<file path="config.mk">
export PLATFORM = sky130hd
export DESIGN_NAME = axil_uart_tx
export DESIGN_NICKNAME = d
export VERILOG_FILES = /design/src/verilog/periph_pkg.sv /design/src/verilog/axil_uart_tx.sv
export SDC_FILE = /design/constraint.sdc
export NUM_CORES = 1
export LEC_CHECK = 0
export BUFFER_PORTS_ARGS = -buffer_cell sky130_fd_sc_hd__buf_2
export CAP_MARGIN = 10
export CELL_PAD_IN_SITES_DETAIL_PLACEMENT = 1
export CELL_PAD_IN_SITES_GLOBAL_PLACEMENT = 1
export CORE_ASPECT_RATIO = 0.5
export CORE_MARGIN = 2
export CORE_UTILIZATION = 13
export CTS_BUF_LIST = sky130_fd_sc_hd__clkbuf_8
export DETAILED_ROUTE_END_ITERATION = 10
export PLACE_DENSITY_LB_ADDON = 0.1
export RECOVER_POWER = 100
export SYNTH_ARGS = -nofsm -noshare
export SYNTH_HDL_FRONTEND = slang
export SYNTH_SLANG_ARGS = --single-unit
</file>
<file path="constraint.sdc">
create_clock -name clk -period 1.4 [get_ports clk]
set_input_delay 0 -clock clk [delete_from_list [all_inputs] [get_ports clk]]
set_output_delay 0 -clock clk [all_outputs]
set_load 0.03 [all_outputs]
</file>
<file path="src/verilog/periph_pkg.sv">
package periph_pkg;

  // Bus widths
  localparam int ADDR_W = 32;
  localparam int DATA_W = 32;
  localparam int STRB_W = DATA_W / 8;

  // ------------------------------
  // Address map
  // ------------------------------
  localparam logic [ADDR_W-1:0] SRAM_BASE  = 32'h8000_0000;
  localparam logic [ADDR_W-1:0] SRAM_SIZE  = 32'h0001_0000;  // 64 KiB
  localparam logic [ADDR_W-1:0] UART_BASE  = 32'h1000_0000;
  localparam logic [ADDR_W-1:0] UART_SIZE  = 32'h0000_1000;  // 4 KiB
  localparam logic [ADDR_W-1:0] CLINT_BASE = 32'h0200_0000;
  localparam logic [ADDR_W-1:0] CLINT_SIZE = 32'h0001_0000;  // 64 KiB

  // Register offsets within each window
  localparam logic [ADDR_W-1:0] UART_TXDATA_OFS    = 32'h0000_0000;
  localparam logic [ADDR_W-1:0] UART_STATUS_OFS    = 32'h0000_0004;
  localparam logic [ADDR_W-1:0] CLINT_MTIMECMP_OFS = 32'h0000_4000;  // High word at +4
  localparam logic [ADDR_W-1:0] CLINT_MTIME_OFS    = 32'h0000_bff8;  // High word at +4

  typedef enum logic [1:0] {
    RESP_OKAY   = 2'b00,
    RESP_SLVERR = 2'b10,
    RESP_DECERR = 2'b11
  } axi_resp_e;

  // ------------------------------
  // AXI-Lite channel payloads
  // ------------------------------
  typedef struct packed {
    logic [ADDR_W-1:0] addr;
  } axi_ar_t;

  typedef struct packed {
    logic [DATA_W-1:0] data;
    axi_resp_e         resp;
  } axi_r_t;

  typedef struct packed {
    logic [ADDR_W-1:0] addr;
  } axi_aw_t;

  typedef struct packed {
    logic [DATA_W-1:0] data;
    logic [STRB_W-1:0] strb;
  } axi_w_t;

  typedef struct packed {
    axi_resp_e resp;
  } axi_b_t;

  // One state per target and direction, held until the response handshake
  typedef enum logic [3:0] {
    ST_IDLE,
    ST_RD_SRAM,
    ST_RD_UART,
    ST_RD_CLINT,
    ST_RD_ERR,
    ST_WR_SRAM,
    ST_WR_UART,
    ST_WR_CLINT,
    ST_WR_ERR
  } xbar_state_e;

endpackage

</file>
<file path="src/verilog/axil_uart_tx.sv">
module axil_uart_tx (
  input  logic                 clk,
  input  logic                 rst,
  input  periph_pkg::axi_ar_t  ar_i,
  input  logic                 arvalid_i,
  output logic                 arready_o,
  output periph_pkg::axi_r_t   r_o,
  output logic                 rvalid_o,
  input  logic                 rready_i,
  input  periph_pkg::axi_aw_t  aw_i,
  input  logic                 awvalid_i,
  output logic                 awready_o,
  input  periph_pkg::axi_w_t   w_i,
  input  logic                 wvalid_i,
  output logic                 wready_o,
  output periph_pkg::axi_b_t   b_o,
  output logic                 bvalid_o,
  input  logic                 bready_i,
  output logic [7:0]           tx_data_o,
  output logic                 tx_valid_o,
  input  logic                 tx_ready_i
);
  import periph_pkg::*;

  logic [ADDR_W-1:0] rd_ofs;
  logic [ADDR_W-1:0] wr_ofs;
  logic [7:0]        tx_byte_q;   // Holding register
  logic              tx_full_q;
  logic              rd_fire;
  logic              wr_fire;
  logic              load;
  axi_r_t            r_q;
  axi_b_t            b_q;

  assign rd_ofs = ar_i.addr & (UART_SIZE - 1);
  assign wr_ofs = aw_i.addr & (UART_SIZE - 1);

  assign arready_o = !rvalid_o;
  assign rd_fire   = arvalid_i && !rvalid_o;
  assign wr_fire   = awvalid_i && wvalid_i && !bvalid_o;
  assign awready_o = wr_fire;
  assign wready_o  = wr_fire;
  assign load = wr_fire && (wr_ofs == UART_TXDATA_OFS) && !tx_full_q && w_i.strb[0];

  assign r_o        = r_q;
  assign b_o        = b_q;
  assign tx_data_o  = tx_byte_q;
  assign tx_valid_o = tx_full_q;

  always_ff @(posedge clk) begin
    if (load) tx_byte_q <= w_i.data[7:0];
    if (rd_fire) begin
      r_q.data <= '0;
      r_q.resp <= RESP_OKAY;
      if (rd_ofs == UART_STATUS_OFS) r_q.data <= DATA_W'(tx_full_q);
      else if (rd_ofs != UART_TXDATA_OFS) r_q.resp <= RESP_SLVERR;
    end
    // A full holding register drops the byte and flags the write
    if (wr_fire) begin
      b_q.resp <= (wr_ofs != UART_TXDATA_OFS || tx_full_q) ? RESP_SLVERR : RESP_OKAY;
    end
  end

  always_ff @(posedge clk or negedge rst) begin
    if (!rst) begin
      tx_full_q <= 1'b0;
      rvalid_o  <= 1'b0;
      bvalid_o  <= 1'b0;
    end else begin
      if (load) tx_full_q <= 1'b1;
      else if (tx_ready_i) tx_full_q <= 1'b0;  // Serializer took the byte
      if (rd_fire) rvalid_o <= 1'b1;
      else if (rready_i) rvalid_o <= 1'b0;
      if (wr_fire) bvalid_o <= 1'b1;
      else if (bready_i) bvalid_o <= 1'b0;
    end
  end

endmodule

</file>
Word level (Yosys, flattened, before mapping)
Cells that the tools add are included.

cells by class
  mux-type cells = 8
  reductions and logical operators = 16
  eq/ne operators = 1

operator list
  cell                   count
  $reduce_bool A32 Y1    2
  $logic_not A32 Y1      1
  $eq A12 B3 Y1 const B  1
  $logic_and A1 B1 Y1    6
  $mux W1                6
  $reduce_bool A2 Y1     3
  $mux W2                2
  $logic_not A1 Y1       3
  $logic_or A1 B1 Y1     1

word-level totals
  input bits = 108
  word-level logic and storage cells = 33
  output and inout bits = 50
  flip-flop bits (word level) = 47

Longest topological paths before layout
Gate-level depths: netlist of run 1.

  word-level depth = 6
  gate-level depth with buffers = 3
  depth with buffers taken out = 3

Least setup slack after synthesis of run 1
No wires, ideal clock.

  path type = reg-to-reg
  start point = register bvalid_o
  end point = register tx_byte_q[0], in the netlist tx_data_o[0], enable pin
  setup time = 370 ps
  period minus slack after synthesis = 1883 ps
  cell stages (with the launch flop) = 4
  setup slack = -483 ps
  arrival time = 1513 ps
  cell sequence = dfrtp_1 -> and3b_1 -> nand2_1 -> nor2_1

between the ends
  longest elaborated chain between the ends = 5

ends and longest elaborated chain
  item                               line                RTL
  from (decl)                        axil_uart_tx.sv:17  output logic bvalid_o,
  from (signal assigned)             axil_uart_tx.sv:68  bvalid_o <= 1'b0;
  from (signal assigned)             axil_uart_tx.sv:74  if (wr_fire) bvalid_o <= 1'b1;
  from (signal assigned)             axil_uart_tx.sv:75  else if (bready_i) bvalid_o <= 1'b0;
  $logic_not A1 Y1                   axil_uart_tx.sv:40  assign wr_fire = awvalid_i && wvalid_i && !bvalid_o;
  $logic_and A1 B1 Y1                axil_uart_tx.sv:40
  named net awready_o                axil_uart_tx.sv:12  output logic awready_o,
  $logic_and A1 B1 Y1 (3 in series)  axil_uart_tx.sv:43  assign load = wr_fire && (wr_ofs == UART_TXDATA_OFS) && !tx_full_q && w_i.strb[0];
  named net load                     axil_uart_tx.sv:31  logic load;
  to (signal assigned)               axil_uart_tx.sv:51  if (load) tx_byte_q <= w_i.data[7:0];
  to (decl)                          axil_uart_tx.sv:27  logic [7:0] tx_byte_q;

The timed path passes the listed nets, and every way through them passes these cells.
A chain may end at the register's enable or synchronous reset.

Worst setup path in the final report of run 1
  start point = register bvalid_o
  end point = register tx_byte_q[7], in the netlist tx_data_o[7], enable pin

between the ends
  longest elaborated chain between the ends = 5

ends and longest elaborated chain
  item                               line
  $logic_not A1 Y1                   axil_uart_tx.sv:40
  $logic_and A1 B1 Y1                axil_uart_tx.sv:40
  $logic_and A1 B1 Y1 (3 in series)  axil_uart_tx.sv:43
  named net load                     axil_uart_tx.sv:31

The timed path passes the listed nets, and every way through them passes these cells.

==> metrics.cfg, run 1 <==
[yosys]
synthesis.area_um2=802.0
synth_commonest_cells=buf_4, edfxtp_1, dfrtp_1, inv_1, nor2_1
synthMuxAreaShare=0
synth_xor_area_frac=0
yosys.area.top_type=edfxtp_1
synth_compound_area_frac=0.03432
synth_edf_count=11
yosysMostFrequentCell=buf_4
synth-seq-area-share=0.5055
netlist.area_leader.share=0.4119
synth_ff_type=edfxtp_1
synth_seq_cells=14
synthDistinctLibCells=17
synth_fa_ha_area_frac=0
syn_inst=70
yosys-top-cells-area=edfxtp_1, buf_4, dfrtp_1
synth.avg_cell_area_um2=11.46
synth_top_family_by_area=buffers and inverters
yosysWarnings=0
synthArstFlopShare=0.2143
yosys.area_share.simple=0.1232

[worst_setup_path]
worst-path-buf-inv=0
crit_arrival_ns=1.25
crit_fanout=8
cp_cell_sequence=and3b_2 > nand2_4 > nor2_4
cp_top_family=simple AND/OR/NAND/NOR gates
cp_slowest_cell=dfrtp_2
critPathMaxStageDelay_ns=0.41
path_class=reg -> reg
endpoint_kind=flip-flop
worst_setup_path_start_kind=flip-flop
critPathRequiredTime_ns=1.32

[pwr]
ir_drop_uv=243.3
p_comb_frac=0.261
p_leak_nw=0.5600
sequentialPowerShare=0.434
p_sw_frac=0.3158
p_clk_frac=0.306
p_int_mw=0.7358
p_total_mw=1.076
p_sw_mw=0.3397
p_per_area_mw_per_mm2=880.7

[sta]
finalCritPeriodShare=0.9442
setup_viol=0
final_max_slew_viol_count=0
final_hold_viol_count=0
rsz0062_at_grt=no
fin_worst_skew_ns=0.0004738
min_period_ns=1.322
worst_hold_slack_ns=0.02278
max_clock_freq_mhz=756.5

[finish]
fin_cells=220
diodes=0
nets=252
finish.utilization=0.2033
area_delta_synth_final_pct=52.26
drive_gt1_frac=0.3846

[floorplanning]
initial_core_util=0.1335
die_y_um=59.54
coreArea_mm2=0.006006
dieArea_mm2=0.006852
fp.dieW_um=115.1
num_rows=20
ios=158

[placed_design]
port_buffers=57
dp_cells=204
dp_hpwl_um=1605
gp_congestion=0.6032

[outcome]
status=complete, no violations

[drt]
wirelength_um=1910
final_antenna_net_count=0
via_per_inst=2.982
drc=0
wire_per_inst_um=8.682
drtIter0Drc=0
num_vias=656
dr.pass1.iters=1

[global_routing]
grt_pass1_vias=607
grt_use_total=0.04889
grt_max_degree=9
gr-total-overflow=0
grt_antenna_before_repair=0
grt_pass1_wl_um=2553

[cts]
cts_root_buffer=clkbuf_8
numCtsBuffers=3
clk-insertion-delay-late_ns=0.24
tritoncts=built
htreeDepth=1
clock_sinks=14
clock_path_buffers=2
cts.clk_slew.worst_paths_ns=0.06

[min_path]
min_path_type=in -> reg

[run]
maxCapViolCount=0

-- flip-flops by register name (all words and copies together), names as in the netlist --
register and cells:
tx_valid_o 1, bvalid_o 1, r_o 2, rvalid_o 1, b_o 1, tx_data_o 8
-- path summary, 6_finish.rpt --
kind,start,end,slack (ns),cells past startpoint
max in group asynchronous,rst,bvalid_o,1.13,2
hold / removal,bready_i,bvalid_o,0.02,3
min in group asynchronous,rst,rvalid_o,0.10,2
hold reg to reg,bvalid_o,bvalid_o,0.50,1
setup reg to reg,bvalid_o,tx_data_o[7],0.08,3
setup / recovery,bvalid_o,tx_data_o[7],0.08,3
-- cell usage in the layout, fill, tap and decap left out --
| cell | Yosys | final |
|---|---|---|
| clkbuf_1 | 0 | 16 |
| nor2b_1 | 1 | 1 |
| o21bai_1 | 1 | 1 |
| and3b_2 | 0 | 1 |
| dfrtp_2 | 0 | 1 |
| o22ai_2 | 1 | 1 |
| nand3_1 | 1 | 1 |
| dlygate4sd3_1 | 0 | 11 |
| dfrtp_1 | 3 | 2 |
| a21o_1 | 1 | 1 |
| inv_1 | 3 | 3 |
| buf_4 | 34 | 2 |
| nor3_1 | 2 | 2 |
| buf_2 | 0 | 40 |
| nor2_4 | 0 | 1 |
| nand2_1 | 2 | 1 |
| nor2_1 | 3 | 2 |
| nand2_4 | 0 | 1 |
| clkbuf_8 | 0 | 3 |
| clkinv_1 | 0 | 1 |
| edfxtp_1 | 11 | 11 |
| conb_1 | 1 | 33 |
| clkbuf_2 | 0 | 2 |
| nor4_2 | 2 | 2 |
| nor4_1 | 2 | 2 |
| nand4_2 | 1 | 1 |
-- cell families (layout without fill, tap and decap cells) --
kind of cell    Yosys count  after routing
other cells               1             33
flops                    14             14
compound gates            3              3
simple gates             15             15
buf+inv                  37             78
-- stage by stage --
stage	worst slack, ns	setup TNS [ns]	area (um2)
floorplan	-0.08988	-0.7190	934.6
global placement	0.003037	0	1076
detailed placement	0.003260	0	1076
CTS	0.01517	0	1239
global route	0.009012	0	1221
finish	0.07817	0	1221
-- cell type report --
type,count,area [um2]
clock buffer,3,41.29
clock inverter,1,3.754
fill,733,4785
inverter,3,11.26
multi-input combinational,51,266.5
sequential,14,406.6
tap,77,96.34
timing repair buffer,71,395.4
-- power groups by stage --
| stage | logic [mW] | clock network [mW] | registers, mW |
|---|---|---|---|
| global placement | 0.257 | 0 | 0.475 |
| detailed placement | 0.258 | 0 | 0.475 |
| finish | 0.280 | 0.329 | 0.466 |
| CTS | 0.283 | 0.350 | 0.466 |
| floorplan | 0.229 | 0 | 0.495 |
| global route | 0.299 | 0.361 | 0.468 |
-- worst min-delay path: stages --
cell and delay, ns:
buf_2 0.10, inv_1 0.04, a21o_1 0.10
-- layer usage --
metal | share of wire | vias to the layer above | track usage
li1 | - | 314 | -
met1 | 0.32 | 299 | 0.03837
met2 | 0.56 | 41 | 0.1101
met3 | 0.11 | 2 | 0.01534
met4 | 0.011 | 0 | 0.02065
met5 | 0 | - | 0
-- repair_timing --
| item | in CTS | in global routing |
|---|---|---|
| hold buffers | 11 | 0 |
| resized for setup | 0 | 1 |
| setup buffers | 1 | 0 |
| cloned | 0 | 0 |
| endpoints found under the hold margin | 13 | 0 |
| endpoints found under the setup margin | 8 | 8 |
| pin swaps | 2 | 1 |
Note: power is estimated with default switching activity, not from simulation.
==> run 2: changes to the inputs <==
HOLD_SLACK_MARGIN = 0.15   (was default)
==> metrics.cfg, run 2 (same netlist as run 1, synthesis figures left out) <==
[outcome]
status=complete, no violations  ; unchanged

[worst_setup_path]
crit_arrival_ns=1.25  ; about the same
crit_fanout=8  ; unchanged
endpoint_kind=flip-flop  ; unchanged
r2r_cells=3  ; unchanged
critPathRequiredTime_ns=1.32  ; about the same
worst_setup_path_start_kind=flip-flop  ; unchanged
path_class=reg -> reg  ; unchanged

[sta]
max_clock_freq_mhz=755.5  ; was 756.5 MHz
rsz0062_at_grt=no  ; unchanged
final_max_slew_viol_count=0  ; unchanged
finalCritPeriodShare=0.9455  ; was 0.9442
setup_viol=0  ; unchanged
fin_worst_skew_ns=0.0004740  ; was 0.0004738 ns
worst_hold_slack_ns=0.1862  ; was 0.02278 ns
final_hold_viol_count=0  ; unchanged
min_period_ns=1.324  ; was 1.322 ns

[pwr]
p_sw_frac=0.3130  ; was 0.3158
p_int_mw=0.7636  ; was 0.7358 mW
p_comb_frac=0.283  ; was 0.261
p_sw_mw=0.3480  ; was 0.3397 mW
ir_drop_uv=244.2  ; was 243.3 uV
p_per_area_mw_per_mm2=807.7  ; was 880.7 mW/mm2
sequentialPowerShare=0.420  ; was 0.434
p_clk_frac=0.297  ; was 0.306
p_leak_nw=0.6297  ; was 0.5600 nW

[drt]
dr.pass1.iters=1  ; unchanged
via_per_inst=3.026  ; was 2.982
wire_per_inst_um=9.315  ; was 8.682 um
final_antenna_net_count=0  ; unchanged
drc=0  ; unchanged
drtIter0Drc=0  ; unchanged
wirelength_um=2189  ; was 1910 um
num_vias=711  ; was 656

[finish]
area_delta_synth_final_pct=71.61  ; was 52.26%
largest_reg_flops=8  ; unchanged
fin_cells=235  ; was 220
diodes=0  ; unchanged
layout_common_cells=buf_2, conb_1, dlygate4sd3_1  ; was buf_2, conb_1, clkbuf_1
drive_gt1_frac=0.3608  ; was 0.3846
nets=267  ; was 252
finish.utilization=0.2292  ; was 0.2033
final_common_cell=buf_2  ; unchanged
fillers=719  ; was 733

[floorplanning]
dieArea_mm2=0.006852  ; unchanged
num_rows=20  ; unchanged
die_y_um=59.54  ; unchanged
fp.dieW_um=115.1  ; unchanged
initial_core_util=0.1335  ; unchanged
ios=158  ; unchanged
coreArea_mm2=0.006006  ; unchanged

[run]
maxCapViolCount=0  ; unchanged

[cts]
cts.clk_slew.worst_paths_ns=0.06  ; about the same
clock_sinks=14  ; unchanged
cts_root_buffer=clkbuf_8  ; unchanged
clock_path_buffers=2  ; unchanged
tritoncts=built  ; unchanged
clk-insertion-delay-late_ns=0.24  ; about the same
numCtsBuffers=3  ; unchanged
htreeDepth=1  ; unchanged

[global_routing]
grt_pass1_vias=688  ; was 607
grt_use_total=0.05667  ; was 0.04889
gr-total-overflow=0  ; unchanged
grt_pass1_wl_um=2911  ; was 2553 um
grt_antenna_before_repair=0  ; unchanged
grt_max_degree=9  ; unchanged

[min_path]
hold-path-cell-count=2  ; was 3
min_path_type=in -> reg  ; unchanged

[placed_design]
dp_hpwl_um=1605  ; unchanged
gp_congestion=0.6032  ; unchanged
dp_cells=204  ; unchanged
port_buffers=57  ; unchanged

-- run 2: power by group through the flow --
stage / Combinational (mW) / Clock [mW] / Sequential, mW
3_3_place_gp: 0.257 / 0 / 0.475
2_1_floorplan: 0.229 / 0 / 0.495
4_1_cts: 0.315 / 0.350 / 0.466
6_report: 0.315 / 0.330 / 0.467
3_5_place_dp: 0.258 / 0 / 0.475
5_1_grt: 0.336 / 0.361 / 0.468
-- run 2: worst max-delay path, cell delays in order, from the launching register on --
cell	delay, ns
dfrtp_2	0.41
and3b_2	0.28
nand2_4	0.07
nor2_4	0.24
-- run 2: cell type report --
cell class	count	area [um2]	share of cell area
inverter	3	11.26	0.008182
tap	77	96.34	0.07000
multi-input combinational	51	266.5	0.1936
sequential	14	406.6	0.2955
clock inverter	1	3.754	0.002727
clock buffer	3	41.29	0.03000
timing repair buffer	86	550.5	0.4000
-- run 2: final timing paths --
| kind | start | end | slack [ns] |
|---|---|---|---|
| hold / removal | arvalid_i | r_o[1] | 0.19 |
| max in group asynchronous | rst | bvalid_o | 0.61 |
| setup reg to reg | bvalid_o | tx_data_o[7] | 0.08 |
| setup / recovery | bvalid_o | tx_data_o[7] | 0.08 |
| min in group asynchronous | rst | rvalid_o | 0.63 |
| hold reg to reg | bvalid_o | bvalid_o | 0.50 |
-- run 2: timing repair --
item	in CTS	in global routing
hold buffers	26	0
endpoints found under the hold margin	16	0
resized for setup	0	1
pin swaps	2	1
setup endpoints to repair	8	8
setup buffers	1	0
-- run 2: metal layers --
| layer | wire (um) | share of wire | track usage | vias up |
|---|---|---|---|---|
| met5 | 0 | 0 | 0 | - |
| met4 | 21 | 0.0096 | 0.02065 | 0 |
| met3 | 180 | 0.082 | 0.01431 | 2 |
| met2 | 1303 | 0.60 | 0.1370 | 41 |
| met1 | 684 | 0.31 | 0.04084 | 324 |
| li1 | - | - | - | 344 |
-- run 2: stage by stage --
stage                     TNS, ns  worst slack, ns  total power [mW]  area, um2
final                           0          0.07630             1.112       1376
after global routing            0         0.008694             1.164       1376
after CTS                       0          0.01517             1.131       1389
after detailed placement        0         0.003260            0.7334       1076
after global placement          0         0.003037            0.7319       1076
after floorplan           -0.7190         -0.08988            0.7238      934.6
