[src/verilog/periph_pkg.sv]
package periph_pkg;

  // Bus widths
  localparam int ADDR_W = 32;
  localparam int DATA_W = 32;
  localparam int STRB_W = DATA_W / 8;

  // ------------------------------
  // Address map
  // ------------------------------
  localparam logic [ADDR_W-1:0] SRAM_BASE  = 32'h8000_0000;
  localparam logic [ADDR_W-1:0] SRAM_SIZE  = 32'h0001_0000;  // 64 KiB
  localparam logic [ADDR_W-1:0] UART_BASE  = 32'h1000_0000;
  localparam logic [ADDR_W-1:0] UART_SIZE  = 32'h0000_1000;  // 4 KiB
  localparam logic [ADDR_W-1:0] CLINT_BASE = 32'h0200_0000;
  localparam logic [ADDR_W-1:0] CLINT_SIZE = 32'h0001_0000;  // 64 KiB

  // Register offsets within each window
  localparam logic [ADDR_W-1:0] UART_TXDATA_OFS    = 32'h0000_0000;
  localparam logic [ADDR_W-1:0] UART_STATUS_OFS    = 32'h0000_0004;
  localparam logic [ADDR_W-1:0] CLINT_MTIMECMP_OFS = 32'h0000_4000;  // High word at +4
  localparam logic [ADDR_W-1:0] CLINT_MTIME_OFS    = 32'h0000_bff8;  // High word at +4

  typedef enum logic [1:0] {
    RESP_OKAY   = 2'b00,
    RESP_SLVERR = 2'b10,
    RESP_DECERR = 2'b11
  } axi_resp_e;

  // ------------------------------
  // AXI-Lite channel payloads
  // ------------------------------
  typedef struct packed {
    logic [ADDR_W-1:0] addr;
  } axi_ar_t;

  typedef struct packed {
    logic [DATA_W-1:0] data;
    axi_resp_e         resp;
  } axi_r_t;

  typedef struct packed {
    logic [ADDR_W-1:0] addr;
  } axi_aw_t;

  typedef struct packed {
    logic [DATA_W-1:0] data;
    logic [STRB_W-1:0] strb;
  } axi_w_t;

  typedef struct packed {
    axi_resp_e resp;
  } axi_b_t;

  // One state per target and direction, held until the response handshake
  typedef enum logic [3:0] {
    ST_IDLE,
    ST_RD_SRAM,
    ST_RD_UART,
    ST_RD_CLINT,
    ST_RD_ERR,
    ST_WR_SRAM,
    ST_WR_UART,
    ST_WR_CLINT,
    ST_WR_ERR
  } xbar_state_e;

endpackage

[src/verilog/axil_xbar.sv]
module axil_xbar (
  input  logic                 clk,
  input  logic                 rst,
  // CPU side
  input  periph_pkg::axi_ar_t  cpu_ar_i,
  input  logic                 cpu_arvalid_i,
  output logic                 cpu_arready_o,
  output periph_pkg::axi_r_t   cpu_r_o,
  output logic                 cpu_rvalid_o,
  input  logic                 cpu_rready_i,
  input  periph_pkg::axi_aw_t  cpu_aw_i,
  input  logic                 cpu_awvalid_i,
  output logic                 cpu_awready_o,
  input  periph_pkg::axi_w_t   cpu_w_i,
  input  logic                 cpu_wvalid_i,
  output logic                 cpu_wready_o,
  output periph_pkg::axi_b_t   cpu_b_o,
  output logic                 cpu_bvalid_o,
  input  logic                 cpu_bready_i,
  // SRAM
  output periph_pkg::axi_ar_t  sram_ar_o,
  output logic                 sram_arvalid_o,
  input  logic                 sram_arready_i,
  input  periph_pkg::axi_r_t   sram_r_i,
  input  logic                 sram_rvalid_i,
  output logic                 sram_rready_o,
  output periph_pkg::axi_aw_t  sram_aw_o,
  output logic                 sram_awvalid_o,
  input  logic                 sram_awready_i,
  output periph_pkg::axi_w_t   sram_w_o,
  output logic                 sram_wvalid_o,
  input  logic                 sram_wready_i,
  input  periph_pkg::axi_b_t   sram_b_i,
  input  logic                 sram_bvalid_i,
  output logic                 sram_bready_o,
  // UART
  output periph_pkg::axi_ar_t  uart_ar_o,
  output logic                 uart_arvalid_o,
  input  logic                 uart_arready_i,
  input  periph_pkg::axi_r_t   uart_r_i,
  input  logic                 uart_rvalid_i,
  output logic                 uart_rready_o,
  output periph_pkg::axi_aw_t  uart_aw_o,
  output logic                 uart_awvalid_o,
  input  logic                 uart_awready_i,
  output periph_pkg::axi_w_t   uart_w_o,
  output logic                 uart_wvalid_o,
  input  logic                 uart_wready_i,
  input  periph_pkg::axi_b_t   uart_b_i,
  input  logic                 uart_bvalid_i,
  output logic                 uart_bready_o,
  // CLINT
  output periph_pkg::axi_ar_t  clint_ar_o,
  output logic                 clint_arvalid_o,
  input  logic                 clint_arready_i,
  input  periph_pkg::axi_r_t   clint_r_i,
  input  logic                 clint_rvalid_i,
  output logic                 clint_rready_o,
  output periph_pkg::axi_aw_t  clint_aw_o,
  output logic                 clint_awvalid_o,
  input  logic                 clint_awready_i,
  output periph_pkg::axi_w_t   clint_w_o,
  output logic                 clint_wvalid_o,
  input  logic                 clint_wready_i,
  input  periph_pkg::axi_b_t   clint_b_i,
  input  logic                 clint_bvalid_i,
  output logic                 clint_bready_o
);
  import periph_pkg::*;

  localparam axi_r_t ERR_R = '{data: '0, resp: RESP_DECERR};
  localparam axi_b_t ERR_B = '{resp: RESP_DECERR};

  xbar_state_e state_q;
  xbar_state_e state_d;
  logic        err_taken;   // Address already accepted in an error state
  logic        rd_err_acc;
  logic        wr_err_acc;

  function automatic logic in_win(logic [ADDR_W-1:0] addr, logic [ADDR_W-1:0] base,
                                  logic [ADDR_W-1:0] size);
    return (addr >= base) && (addr < base + size);
  endfunction

  // Unmapped addresses fall through to the DECERR responder
  function automatic xbar_state_e decode(logic [ADDR_W-1:0] addr, logic rd);
    if (in_win(addr, SRAM_BASE, SRAM_SIZE)) return rd ? ST_RD_SRAM : ST_WR_SRAM;
    if (in_win(addr, UART_BASE, UART_SIZE)) return rd ? ST_RD_UART : ST_WR_UART;
    if (in_win(addr, CLINT_BASE, CLINT_SIZE)) return rd ? ST_RD_CLINT : ST_WR_CLINT;
    return rd ? ST_RD_ERR : ST_WR_ERR;
  endfunction

  // ------------------------------
  // Slave side steering
  // ------------------------------
  assign sram_ar_o       = (state_q == ST_RD_SRAM)  ? cpu_ar_i      : '0;
  assign sram_arvalid_o  = (state_q == ST_RD_SRAM)  ? cpu_arvalid_i : 1'b0;
  assign sram_rready_o   = (state_q == ST_RD_SRAM)  ? cpu_rready_i  : 1'b0;
  assign sram_aw_o       = (state_q == ST_WR_SRAM)  ? cpu_aw_i      : '0;
  assign sram_awvalid_o  = (state_q == ST_WR_SRAM)  ? cpu_awvalid_i : 1'b0;
  assign sram_w_o        = (state_q == ST_WR_SRAM)  ? cpu_w_i       : '0;
  assign sram_wvalid_o   = (state_q == ST_WR_SRAM)  ? cpu_wvalid_i  : 1'b0;
  assign sram_bready_o   = (state_q == ST_WR_SRAM)  ? cpu_bready_i  : 1'b0;

  assign uart_ar_o       = (state_q == ST_RD_UART)  ? cpu_ar_i      : '0;
  assign uart_arvalid_o  = (state_q == ST_RD_UART)  ? cpu_arvalid_i : 1'b0;
  assign uart_rready_o   = (state_q == ST_RD_UART)  ? cpu_rready_i  : 1'b0;
  assign uart_aw_o       = (state_q == ST_WR_UART)  ? cpu_aw_i      : '0;
  assign uart_awvalid_o  = (state_q == ST_WR_UART)  ? cpu_awvalid_i : 1'b0;
  assign uart_w_o        = (state_q == ST_WR_UART)  ? cpu_w_i       : '0;
  assign uart_wvalid_o   = (state_q == ST_WR_UART)  ? cpu_wvalid_i  : 1'b0;
  assign uart_bready_o   = (state_q == ST_WR_UART)  ? cpu_bready_i  : 1'b0;

  assign clint_ar_o      = (state_q == ST_RD_CLINT) ? cpu_ar_i      : '0;
  assign clint_arvalid_o = (state_q == ST_RD_CLINT) ? cpu_arvalid_i : 1'b0;
  assign clint_rready_o  = (state_q == ST_RD_CLINT) ? cpu_rready_i  : 1'b0;
  assign clint_aw_o      = (state_q == ST_WR_CLINT) ? cpu_aw_i      : '0;
  assign clint_awvalid_o = (state_q == ST_WR_CLINT) ? cpu_awvalid_i : 1'b0;
  assign clint_w_o       = (state_q == ST_WR_CLINT) ? cpu_w_i       : '0;
  assign clint_wvalid_o  = (state_q == ST_WR_CLINT) ? cpu_wvalid_i  : 1'b0;
  assign clint_bready_o  = (state_q == ST_WR_CLINT) ? cpu_bready_i  : 1'b0;

  // ------------------------------
  // CPU side steering
  // ------------------------------
  assign rd_err_acc = (state_q == ST_RD_ERR) && !err_taken && cpu_arvalid_i;
  assign wr_err_acc = (state_q == ST_WR_ERR) && !err_taken && cpu_awvalid_i && cpu_wvalid_i;

  assign cpu_arready_o = (state_q == ST_RD_SRAM)  ? sram_arready_i  :
                         (state_q == ST_RD_UART)  ? uart_arready_i  :
                         (state_q == ST_RD_CLINT) ? clint_arready_i :
                         (state_q == ST_RD_ERR)   ? !err_taken      : 1'b0;
  assign cpu_r_o       = (state_q == ST_RD_SRAM)  ? sram_r_i  :
                         (state_q == ST_RD_UART)  ? uart_r_i  :
                         (state_q == ST_RD_CLINT) ? clint_r_i :
                         (state_q == ST_RD_ERR)   ? ERR_R     : '0;
  assign cpu_rvalid_o  = (state_q == ST_RD_SRAM)  ? sram_rvalid_i  :
                         (state_q == ST_RD_UART)  ? uart_rvalid_i  :
                         (state_q == ST_RD_CLINT) ? clint_rvalid_i :
                         (state_q == ST_RD_ERR)   ? err_taken      : 1'b0;
  // AW and W are taken in the same cycle on every path
  assign cpu_awready_o = (state_q == ST_WR_SRAM)  ? sram_awready_i  :
                         (state_q == ST_WR_UART)  ? uart_awready_i  :
                         (state_q == ST_WR_CLINT) ? clint_awready_i : wr_err_acc;
  assign cpu_wready_o  = (state_q == ST_WR_SRAM)  ? sram_wready_i  :
                         (state_q == ST_WR_UART)  ? uart_wready_i  :
                         (state_q == ST_WR_CLINT) ? clint_wready_i : wr_err_acc;
  assign cpu_b_o       = (state_q == ST_WR_SRAM)  ? sram_b_i  :
                         (state_q == ST_WR_UART)  ? uart_b_i  :
                         (state_q == ST_WR_CLINT) ? clint_b_i :
                         (state_q == ST_WR_ERR)   ? ERR_B     : '0;
  assign cpu_bvalid_o  = (state_q == ST_WR_SRAM)  ? sram_bvalid_i  :
                         (state_q == ST_WR_UART)  ? uart_bvalid_i  :
                         (state_q == ST_WR_CLINT) ? clint_bvalid_i :
                         (state_q == ST_WR_ERR)   ? err_taken      : 1'b0;

  // ------------------------------
  // FSM
  // ------------------------------
  always_comb begin
    state_d = state_q;
    case (state_q)
      ST_IDLE: begin
        if (cpu_arvalid_i) state_d = decode(cpu_ar_i.addr, 1'b1);  // Reads win
        else if (cpu_awvalid_i) state_d = decode(cpu_aw_i.addr, 1'b0);
      end
      ST_RD_SRAM, ST_RD_UART, ST_RD_CLINT, ST_RD_ERR: begin
        if (cpu_rvalid_o && cpu_rready_i) state_d = ST_IDLE;
      end
      default: begin
        if (cpu_bvalid_o && cpu_bready_i) state_d = ST_IDLE;
      end
    endcase
  end

  always_ff @(posedge clk or negedge rst) begin
    if (!rst) begin
      state_q   <= ST_IDLE;
      err_taken <= 1'b0;
    end else begin
      state_q <= state_d;
      if (state_d == ST_IDLE) err_taken <= 1'b0;
      else if (rd_err_acc || wr_err_acc) err_taken <= 1'b1;  // DECERR goes out next cycle
    end
  end

endmodule

[config.mk]
export PLATFORM = sky130hd
export DESIGN_NAME = axil_xbar
export DESIGN_NICKNAME = d
export VERILOG_FILES = /design/src/verilog/periph_pkg.sv /design/src/verilog/axil_xbar.sv
export SDC_FILE = /design/constraint.sdc
export NUM_CORES = 1
export LEC_CHECK = 0
export BUFFER_PORTS_ARGS = -buffer_cell sky130_fd_sc_hd__buf_2
export CORE_AREA = 3 3 225 227
export CTS_BUF_LIST = sky130_fd_sc_hd__clkbuf_16
export DETAILED_ROUTE_END_ITERATION = 16
export DIE_AREA = 0 0 228 230
export PLACE_DENSITY = 0.32
export SLEW_MARGIN = 10
export SYNTH_ARGS = -nofsm -noshare
export SYNTH_HDL_FRONTEND = slang
export SYNTH_SLANG_ARGS = --single-unit
[constraint.sdc]
create_clock -name clk -period 2.5 [get_ports clk]
set_input_delay 0 -clock clk [delete_from_list [all_inputs] [get_ports clk]]
set_output_delay 0 -clock clk [all_outputs]
set_load 0.03 [all_outputs]
# --- Word-level counts from Yosys, hierarchy flattened ---
# Index checks and enable logic that the tools add are counted.
word_totals:
  reg_bits: 5
  out_inout_bits: 356
classes:
  order_cmp: 12
  eq_ne: 8
  mux: 96
  reduce_logical: 19
op_table:
  columns: ["op", "n"]
  rows:
  - ["two-way mux 32 bit", 6]
  - ["two-way mux 36 bit", 3]
  - ["two-way mux 34 bit", 3]
  - ["greater-or-equal comparator 32 x 26 -> 1 bit, second input constant", 2]
  - ["greater-or-equal comparator 32 x 29 -> 1 bit, second input constant", 2]
  - ["greater-or-equal comparator 32 bit, second input constant", 2]
  - ["< comparator 32 x 26 -> 1 bit, second input constant", 2]
  - ["< comparator 32 x 29 -> 1 bit, second input constant", 2]
  - ["< comparator 32 bit, second input constant", 2]
  - ["two-way mux 4 bit", 16]
  - ["two-way mux 1 bit", 62]
  - ["equality test 4 x 3 -> 1 bit, second input constant", 4]
  - ["logical AND 1 bit", 13]
  - ["two-way mux 2 bit", 5]
  - ["equality test 4 x 2 -> 1 bit, second input constant", 2]
  - ["zero test 4 bit", 2]
  - ["case mux 4 bit (2 select lines)", 1]
  - ["equality test 4 x 1 -> 1 bit, second input constant", 1]
  - ["equality test 4 bit, second input constant", 1]
  - ["OR reduction 4 bit", 1]
  - ["nonzero test 2 bit", 1]
  - ["zero test 1 bit", 1]
  - ["logical OR 1 bit", 1]

# --- Depth between registers and ports, before layout ---
# Gate-level depths: netlist of the first run.
depth:
  depth_word: 23
  mapped_depth: 8
  mapped_depth_nobuf: 6

# --- Least setup slack after synthesis of the first run ---
# OpenSTA, ideal clock, no wires.
synth_path:
  path_kind: "register to output"
  from: "reg state_q[0]"
  to: "out cpu_r_o[10] (netlist bit)"
  t_arrival_ns: 1.879
  path_slack_ns: 0.621
  stages_incl_launch_ff: 8
  n_path_buf: 4
  path_cell_list: "dfrtp_1 > buf_6 > and2b_1 > clkbuf_1 > buf_2 > buf_1 > a21oi_1 > nor2_1"
synth_lines:
  columns: ["element", "line_no", "rtl"]
  rows:
  - ["start, declared", "axil_xbar.sv:74", "xbar_state_e state_q;"]
  - ["start signal, assigned", "axil_xbar.sv:181", "state_q <= state_d;"]
  - ["end, declared", "axil_xbar.sv:8", "output periph_pkg::axi_r_t cpu_r_o,"]

==> metrics.yaml, run 1 <==
status: "finished clean"
maxSlewViolCount: 0
die_area_sq_mm: 0.0524
use_met2_pct: 20.9
num_vias: 6586
synthCells: 627
die_x_um: 228
clockBufferDepth: 2
root_buffer: "clkbuf_16"
busiest_layer: "met2"
grt_max_degree: 71
drive_gt1_share_pct: 53.9
cts_buffers: 3
post_cts_buffers: 0
placed_cells: 1838
grt_pass1_vias: 6512
clk_latency_ps: 230
grt_pass1_wl_um: 44900
via_per_inst: 3.57
path_clk_slew_ps: 30
maxCapViolCount: 0
start_kind: "flip-flop"
leakagePower_nw: 4.72
synthesis.area_sq_mm: 0.00386
drt_iter0_drc: 214
use_met3_pct: 2.09
cts.sink_count: 5
nets: 1410
initial_core_util_pct: 7.91
io_pins: 586
die_h_um: 230
fmax_mhz: 434
io_buffers: 585
finalHoldWorstSlack_ps: 124
grt_usage_pct: 11.2
dpl.hpwl_um: 27200
fin_crit_sh_pct: 92.1
relSlewSlack_pct: 50.8
ys_seq_area_share_pct: 3.24
final_util_pct: 15.8
synth_edf_count: 0
htreeDepth: 1
setup_tns_ps: 0
synth_warnings: 0
cts_tree: "done"
drtPass1Iterations: 4
crit_arrival_ps: 2300
ys_dominant_reg_cell: "dfrtp_1"
endpoint_kind: "primary output"
antenna_found_initial: 4
grt_overflow_total: 0
worst_slew_pin_slew_ps: 738
met1_usage_pct: 13.8
fp-row-count: 81
p_per_area_mw_per_mm2: 464
gp_congestion: 0.874
worstPathMaxFanout: 35
required_ps: 2500
ys_types: 57
wire_per_inst_um: 17.3
rsz0062_at_grt: "false"
drc: 0
stdcell_count: 1845
hold_violations: 0
coreArea_sq_mm: 0.0488
synthArstFlopShare_pct: 100
area_delta_synth_final_pct: 99.6
total_power_mw: 3.58
routed_wl_um: 32000
postRouteAntennaNets: 0
finalCriticalPeriod_ps: 2300
clock_skew_ps: 1.55
critPathKind: "flip-flop to primary output"
synth_nets: 857
peakVddDrop_v: 0.000389
ys_ff_latch: 5
hp-class: "input port to async pin"
finalSetupViolCount: 0
avgSynthCellArea_sq_um: 6.16
-- metrics by stage --
stage          area, sq um  worst slack, ps
6_report              7710              198
4_1_cts               7700              133
5_1_grt               7710             24.5
3_3_place_gp          7610              248
2_1_floorplan         3860              621
3_5_place_dp          7610              231
-- kinds of logic after synthesis --
group	share of synthesized area [%]
buf+inv	7.41
compound gates	12.9
xor+xnor	0.453
simple gates	66.5
flops	3.24
mux	9.58
-- power by group --
part | switching [mW] | internal, mW | leakage (nW)
Clock | 0.0525 | 0.207 | 0.0423
Sequential | 0.130 | 0.114 | 0.0613
Combinational | 2.04 | 1.03 | 4.62
-- critical path: stages, from the launching register on --
cell and delay, ps:
dfrtp_2 590, buf_4 590, mux2i_1 180, nor2_1 120, a21oi_1 50, o21a_1 170
nor2_1 100, buf_2 230
-- layout by cell type (no fill, tap or decap), drive strengths merged, types with 3 or more instances in the layout --
cell | netlist | layout
nor4 | 6 | 6
nor2b | 5 | 5
nand3 | 3 | 3
clkbuf | 47 | 3
and3 | 69 | 69
buf | 15 | 609
nand2b | 3 | 3
dfrtp | 5 | 5
o21a | 4 | 4
and2 | 234 | 234
a21oi | 40 | 40
nand2 | 4 | 4
nor3 | 13 | 13
nor4b | 3 | 3
o21ai | 11 | 11
nor2 | 88 | 88
inv | 5 | 6
mux2i | 37 | 37
-- metal layers --
layer | vias to the layer above | part of all wire (%) | wire length, um
met2 | 359 | 51 | 16300
met5 | - | 0 | 0
met1 | 3022 | 41 | 13200
met4 | 0 | 0.52 | 165
met3 | 10 | 7.1 | 2270
li1 | 3195 | - | -
-- synth_stat cells, drive strengths merged, types with 3 or more instances --
cell,number,area (sq um)
mux2i,37,370
inv,5,18.8
o21ai,11,58.8
and3,69,432
buf,15,91.3
nor2b,5,31.3
clkbuf,47,176
nor4b,3,32.5
nand2,4,15.0
a21oi,40,204
nand3,3,15.0
dfrtp,5,125
nor3,13,70.1
nor2,88,330
o21a,4,30.0
nand2b,3,18.8
nor4,6,50.0
and2,234,1460
-- what timing repair did --
action / 4_1_cts / 5_1_grt
resized for setup: 1 / 4
hold buffers: 1 / 0
setup endpoints to repair: 2 / 69
hold endpoints to repair: 5 / 0
-- path summary, 6_finish.rpt --
path / depth (start not counted) / to / from / slack [ps]
worst max-delay path: 7 / cpu_r_o[1] / state_q[1]$_DFF_PN0_ / 200
worst min-delay path: 2 / state_q[0]$_DFF_PN0_ / rst / 120
worst min register to register: 1 / state_q[0]$_DFF_PN0_ / state_q[0]$_DFF_PN0_ / 680
max in group asynchronous: 2 / state_q[2]$_DFF_PN0_ / rst / 2220
min in group clk: 3 / state_q[3]$_DFF_PN0_ / cpu_awvalid_i / 140
worst max register to register: 7 / err_taken$_DFFE_PN0P_ / state_q[1]$_DFF_PN0_ / 310
-- sequential cells by signal (all words and copies together) (netlist names) --
register,flops
state_q,4
err_taken,1
-- cell type report --
class	count	area, sq um
Clock buffer	3	75.1
Multi-Input combinational cell	555	3490
Fill cell	5716	41100
Antenna cell	2	5.00
Inverter	5	18.8
Tap cell	664	831
Timing Repair Buffer	610	3170
Clock inverter	1	3.75
Sequential cell	5	128
No activity file was read; power rests on OpenSTA's default activity.
==> run 2: changes to the inputs <==
PLACE_DENSITY = unset   (was 0.32)
PLACE_DENSITY_LB_ADDON = 0.1   (was unset)
clock period = 2.45 ns   (was 2.5 ns; I/O delays follow)
==> metrics.yaml, run 2 (synthesis gave the netlist of run 1 again) <==
status: "finished clean"
io_pins: 586  # unchanged
clk_latency_ps: 230  # about the same
fin_crit_sh_pct: 93.7
grt_pass1_wl_um: 44300  # -1.5%
use_met2_pct: 22.3  # +1.5 points
postRouteAntennaNets: 0  # unchanged
coreArea_sq_mm: 0.0488  # unchanged
num_vias: 6355  # -3.5%
path_clk_slew_ps: 30  # about the same
fp-row-count: 81  # unchanged
cts_tree: "done"
intPower_mw: 1.38  # +1.6%
cts.sink_count: 5  # unchanged
via_per_inst: 3.44  # -3.8%
htreeDepth: 1  # unchanged
critPathKind: "flip-flop to primary output"
clock_skew_ps: 1.59  # +0.0370 ps
relSlewSlack_pct: 52.5  # +1.8 points
root_buffer: "clkbuf_16"
worst_slew_pin_slew_ps: 712  # -26.7 ps
area_delta_synth_final_pct: 100
initial_core_util_pct: 7.91  # unchanged
multi_input_area_sq_mm: 0.00349  # +0.14%
post_cts_buffers: 0  # unchanged
wire_per_inst_um: 17.0  # -2.0%
maxCapViolCount: 0  # unchanged
placed_cells: 1838  # unchanged
die_x_um: 228  # unchanged
combPwrFrac_pct: 85.9  # about the same
rsz0062_at_grt: "false"
hp-class: "input port to async pin"
grt_overflow_total: 0  # unchanged
grt_max_degree: 71  # unchanged
drt_iter0_drc: 210  # -1.9%
crit_arrival_ps: 2300  # about the same
largest_register_ffs: 4  # unchanged
setup_tns_ps: 0  # unchanged
peakVddDrop_v: 0.000306  # -21%
p_seq_share_pct: 6.8  # about the same
required_ps: 2450  # -50 ps
layout_commonest_cell: "buf_2"
layout_common_cells: "buf_2 (585), and2_1 (234), nor2_1 (85)"
leakagePower_nw: 4.73  # about the same
switching_share_pct: 62.0  # -0.19 points
grt_pass1_vias: 6473  # -0.60%
gp_congestion: 0.800  # -8.5%
cts_buffers: 3  # unchanged
met1_usage_pct: 11.7  # -2.1 points
routed_wl_um: 31400  # -1.8%
nets: 1410  # unchanged
dpl.hpwl_um: 26700  # -2.0%
num-fill-cells: 5796  # +1.4%
drive_gt1_share_pct: 53.9  # unchanged
drc: 0  # unchanged
top_register: "state_q"
reg_top3: "state_q x4, err_taken x1"
maxSlewViolCount: 0  # unchanged
p_per_area_mw_per_mm2: 468  # +0.92%
finalHoldWorstSlack_ps: 138  # +14.0 ps
antenna_found_initial: 11  # +7
die_area_sq_mm: 0.0524  # unchanged
post-place-ws_ps: 249  # +17.5 ps
start_kind: "flip-flop"
busiest_layer: "met2"
finalSetupViolCount: 0  # unchanged
hold_violations: 0  # unchanged
clockBufferDepth: 2  # unchanged
rr_worst_depth: 6  # -1
worstPathMaxFanout: 70  # +100%
fmax_mhz: 435
power.switching_mw: 2.24  # +0.81%
endpoint_kind: "primary output"
drtPass1Iterations: 4  # unchanged
io_buffers: 585  # unchanged
grt_usage_pct: 11.0  # -0.15 points
use_met3_pct: 2.53  # +0.43 points
seq_area_sq_um: 126  # -0.98%
clkPwrFrac_pct: 7.3  # about the same
finalCriticalPeriod_ps: 2300
stdcell_count: 1850  # +0.27%
die_h_um: 230  # unchanged
timing.final.ws_setup_ps: 153  # -44.4 ps
run 2: cell types whose count changed in the layout (fill, tap and decap cells not counted), sizes merged:
cell	delta
diode	+5
run 2: worst paths after layout:
path                                            from                     to  slack, ps
worst max-delay path            state_q[2]$_DFF_PN0_          uart_aw_o[20]        150
worst min-delay path                             rst   state_q[2]$_DFF_PN0_        140
worst max register to register  state_q[0]$_DFF_PN0_  err_taken$_DFFE_PN0P_        340
worst min register to register  state_q[3]$_DFF_PN0_   state_q[3]$_DFF_PN0_        810
max in group asynchronous                        rst   state_q[1]$_DFF_PN0_       2150
min in group clk                       cpu_awvalid_i   state_q[3]$_DFF_PN0_        160
run 2: timing repair:
item	4_1_cts	5_1_grt
endpoints found under the hold margin	5	0
hold buffers	1	0
endpoints found under the setup margin	1	0
gates resized for setup	1	0
run 2: power by group through the flow:
stage	Clock (mW)	Combinational, mW	Sequential, mW
2_1_floorplan	0	2.06	0.143
3_3_place_gp	0	3.23	0.246
3_5_place_dp	0	3.20	0.248
4_1_cts	0.269	3.21	0.245
5_1_grt	0.282	3.39	0.258
6_report	0.265	3.11	0.245
run 2: metrics by stage:
| stage | area (sq um) | power (mW) | util [%] |
|---|---|---|---|
| after CTS | 7710 | 3.72 | 15.8 |
| after global routing | 7730 | 3.93 | 15.8 |
| after detailed placement | 7620 | 3.44 | 15.6 |
| after floorplan | 3860 | 2.20 | - |
| final | 7730 | 3.62 | 15.8 |
| after global placement | 7620 | 3.47 | 15.6 |
run 2: final cells by class:
type                       count  share of cell area [%]
sequential                     5                    1.63
clock inverter                 1                  0.0486
timing repair buffer         610                    41.0
antenna                        7                   0.227
tap                          664                    10.7
multi-input combinational    555                    45.2
inverter                       5                   0.243
clock buffer                   3                   0.971
run 2: routing by layer:
metal | wire, um | part of all wire [%]
met1 | 11700 | 37
met2 | 17500 | 56
met3 | 1940 | 6.2
met4 | 315 | 1.0
met5 | 27 | 0.086
run 2: worst max-delay path: stages (launching register included):
cell and delay [ps]:
dfrtp_1 690, nor2b_4 250, buf_4 490, and3_1 290
buf_2 220
==> run 3: changes to the inputs <==
ABC_CLOCK_PERIOD_IN_PS = 2450   (was unset)
BUFFER_PORTS_ARGS = -buffer_cell sky130_fd_sc_hd__buf_4   (was -buffer_cell sky130_fd_sc_hd__buf_2)
==> metrics.yaml, run 3 (synthesis gave the netlist of run 1 again) <==
grt_max_degree: 71  # unchanged
peakVddDrop_v: 0.000281  # -8.1%
reg_top3: "state_q x4, err_taken x1"
die_h_um: 230  # unchanged
hold_depth: 3
io_pins: 586  # unchanged
hold_violations: 0  # unchanged
initial_core_util_pct: 7.91  # unchanged
layout_commonest_cell: "buf_4"
hp-start: "cpu_awvalid_i"
largest_register_ffs: 4  # unchanged
reg2reg_from: "state_q[0]$_DFF_PN0_"
rr_worst_depth: 6  # unchanged
crit_arrival_ps: 2260  # -40 ps
place_area_sq_mm: 0.00908  # +19%
crit_path_max_incr_delay_ps: 500  # -190 ps
status: "finished clean"
endpoint_kind: "primary output"
nets: 1407  # -0.21%
clk_latency_ps: 230  # about the same
critPathKind: "flip-flop to primary output"
coreArea_sq_mm: 0.0488  # unchanged
maxCapViolCount: 0  # unchanged
drt_iter0_drc: 140  # -33%
cts.sink_count: 5  # unchanged
reg2reg_slack_ps: 230  # -110 ps
top_register: "state_q"
grt_usage_pct: 11.7  # +0.63 points
rr_endpoint: "err_taken$_DFFE_PN0P_"
drive_gt1_share_pct: 53.7  # -0.20 points
die_area_sq_mm: 0.0524  # unchanged
hp-class: "input port to flip-flop"
via_per_inst: 3.44  # +0.21%
p_seq_share_pct: 5.9  # -0.9 points
clkPwrFrac_pct: 6.9  # -0.4 points
switching_share_pct: 58.2  # -3.8 points
cp_common_cell: "buf_4"
die_x_um: 228  # unchanged
relSlewSlack_pct: 57.1  # +4.6 points
start_kind: "flip-flop"
worst_slew_pin_slew_ps: 643  # -68.5 ps
grt_overflow_total: 0  # unchanged
power.switching_mw: 2.28  # +1.7%
intPower_mw: 1.64  # +19%
htreeDepth: 1  # unchanged
min_to: "state_q[3]$_DFF_PN0_"
combPwrFrac_pct: 87.2  # +1.3 points
fp-row-count: 81  # unchanged
drc: 0  # unchanged
io_buffers: 585  # unchanged
rsz0062_at_grt: "false"
fin_area_sq_mm: 0.00922  # +19%
path_clk_slew_ps: 30  # about the same
num_vias: 6344  # -0.17%
cts_tree: "done"
root_buffer: "clkbuf_16"
cts_buffers: 3  # unchanged
wire_per_inst_um: 18.4  # +8.1%
crit_chain: "buf_4 > nand2b_1 > buf_4 > nor3_4 > buf_12 > buf_6 > and2_1 > buf_4"
gp_congestion: 0.799  # about the same
p_per_area_mw_per_mm2: 425  # -9.2%
clock_skew_ps: 2.44  # +0.853 ps
area_delta_synth_final_pct: 139
antenna_found_initial: 2  # -9
dpl.hpwl_um: 27900  # +4.7%
grt_pass1_wl_um: 46900  # +6.0%
required_ps: 2450  # about the same
postRouteAntennaNets: 0  # unchanged
finalCriticalPeriod_ps: 2260  # -40.4 ps
setup_tns_ps: 0  # unchanged
crit_slowest_cell: "dfrtp_1"
maxSlewViolCount: 0  # unchanged
routed_wl_um: 33800  # +7.6%
fmax_mhz: 443  # +1.8%
clockBufferDepth: 2  # unchanged
grt_pass1_vias: 6515  # +0.65%
crit_family: "buffers and inverters"
fin_crit_sh_pct: 92.1  # -1.6 points
cp_num_buf_inv: 5  # +3
worstPathMaxFanout: 34  # -51%
leakagePower_nw: 4.89  # +3.4%
finalSetupViolCount: 0  # unchanged
drtPass1Iterations: 6  # +2
layout_common_cells: "buf_4 (597), and2_1 (234), nor2_1 (85)"
==> run 3: cell types whose count changed in the layout (fill, tap and decap cells not counted), moves of 2 or more <==
cell,before,now
buf_12,4,7
buf_2,585,0
diode_2,7,3
buf_4,20,597
nor3_2,4,2
==> run 3: metal layers <==
metal | part of all wire, % | track usage [%] | vias up
met2 | 55 | 23.3 | 266
met5 | 0 | 0 | -
met1 | 38 | 12.8 | 2884
met4 | 0.75 | 0.908 | 0
li1 | - | - | 3184
met3 | 6.4 | 2.81 | 10
==> run 3: how the worst max path moves through the flow <==
stage                    startpoint                     to  cells past startpoint
6_report       state_q[3]$_DFF_PN0_           sram_w_o[34]                      8
5_1_grt        state_q[3]$_DFF_PN0_          sram_bready_o                      8
4_1_cts        state_q[1]$_DFF_PN0_            cpu_r_o[15]                      6
3_5_place_dp   state_q[0]$_DFF_PN0_  err_taken$_DFFE_PN0P_                      6
3_3_place_gp   state_q[0]$_DFF_PN0_  err_taken$_DFFE_PN0P_                      6
2_1_floorplan  state_q[0]$_DFF_PN0_            cpu_r_o[10]                      7
==> run 3: per-stage QoR <==
stage               utilization, %  power (mW)  hold WS [ps]  setup slack (ps)  cells
detailed placement            18.6        3.71          -186               248   1833
global route                  18.9        4.21           142              18.9   1841
global placement              18.6        3.76          -188               278   1833
finish                        18.9        3.92           124               194   1843
CTS                           18.8        3.99           127               152   1838
floorplan                        -        2.20          -296               571    627
==> run 3: power by group through the flow <==
| stage | logic [mW] | clock network [mW] | registers [mW] |
|---|---|---|---|
| 2_1_floorplan | 2.06 | 0 | 0.143 |
| 3_3_place_gp | 3.53 | 0 | 0.237 |
| 3_5_place_dp | 3.48 | 0 | 0.235 |
| 4_1_cts | 3.49 | 0.274 | 0.235 |
| 5_1_grt | 3.68 | 0.277 | 0.249 |
| 6_report | 3.42 | 0.270 | 0.233 |
==> run 3: worst min-delay path, delay by kind of cell <==
kind,cells,cell delay (ps)
buffers and inverters,1,140
AOI/OAI and AO/OA,1,80
and+or+nand+nor,1,80
==> run 3: area by class of cell <==
class                   instances  area [sq um]
fillers                      5711         39600
flip-flops and latches          5           126
multi-input cells             555          3490
clock inverters                 1          3.75
well taps                     664           831
clock buffers                   3          75.1
inverters                       5          18.8
repair buffers                607          4670
diodes                          3          7.51
==> run 3: what timing repair did <==
| action | CTS | global route |
|---|---|---|
| hold buffers | 1 | 0 |
| endpoints found under the hold margin | 5 | 0 |
| endpoints found under the setup margin | 0 | 1 |
| buffers inserted | 0 | 1 |
| gates resized for setup | 0 | 2 |
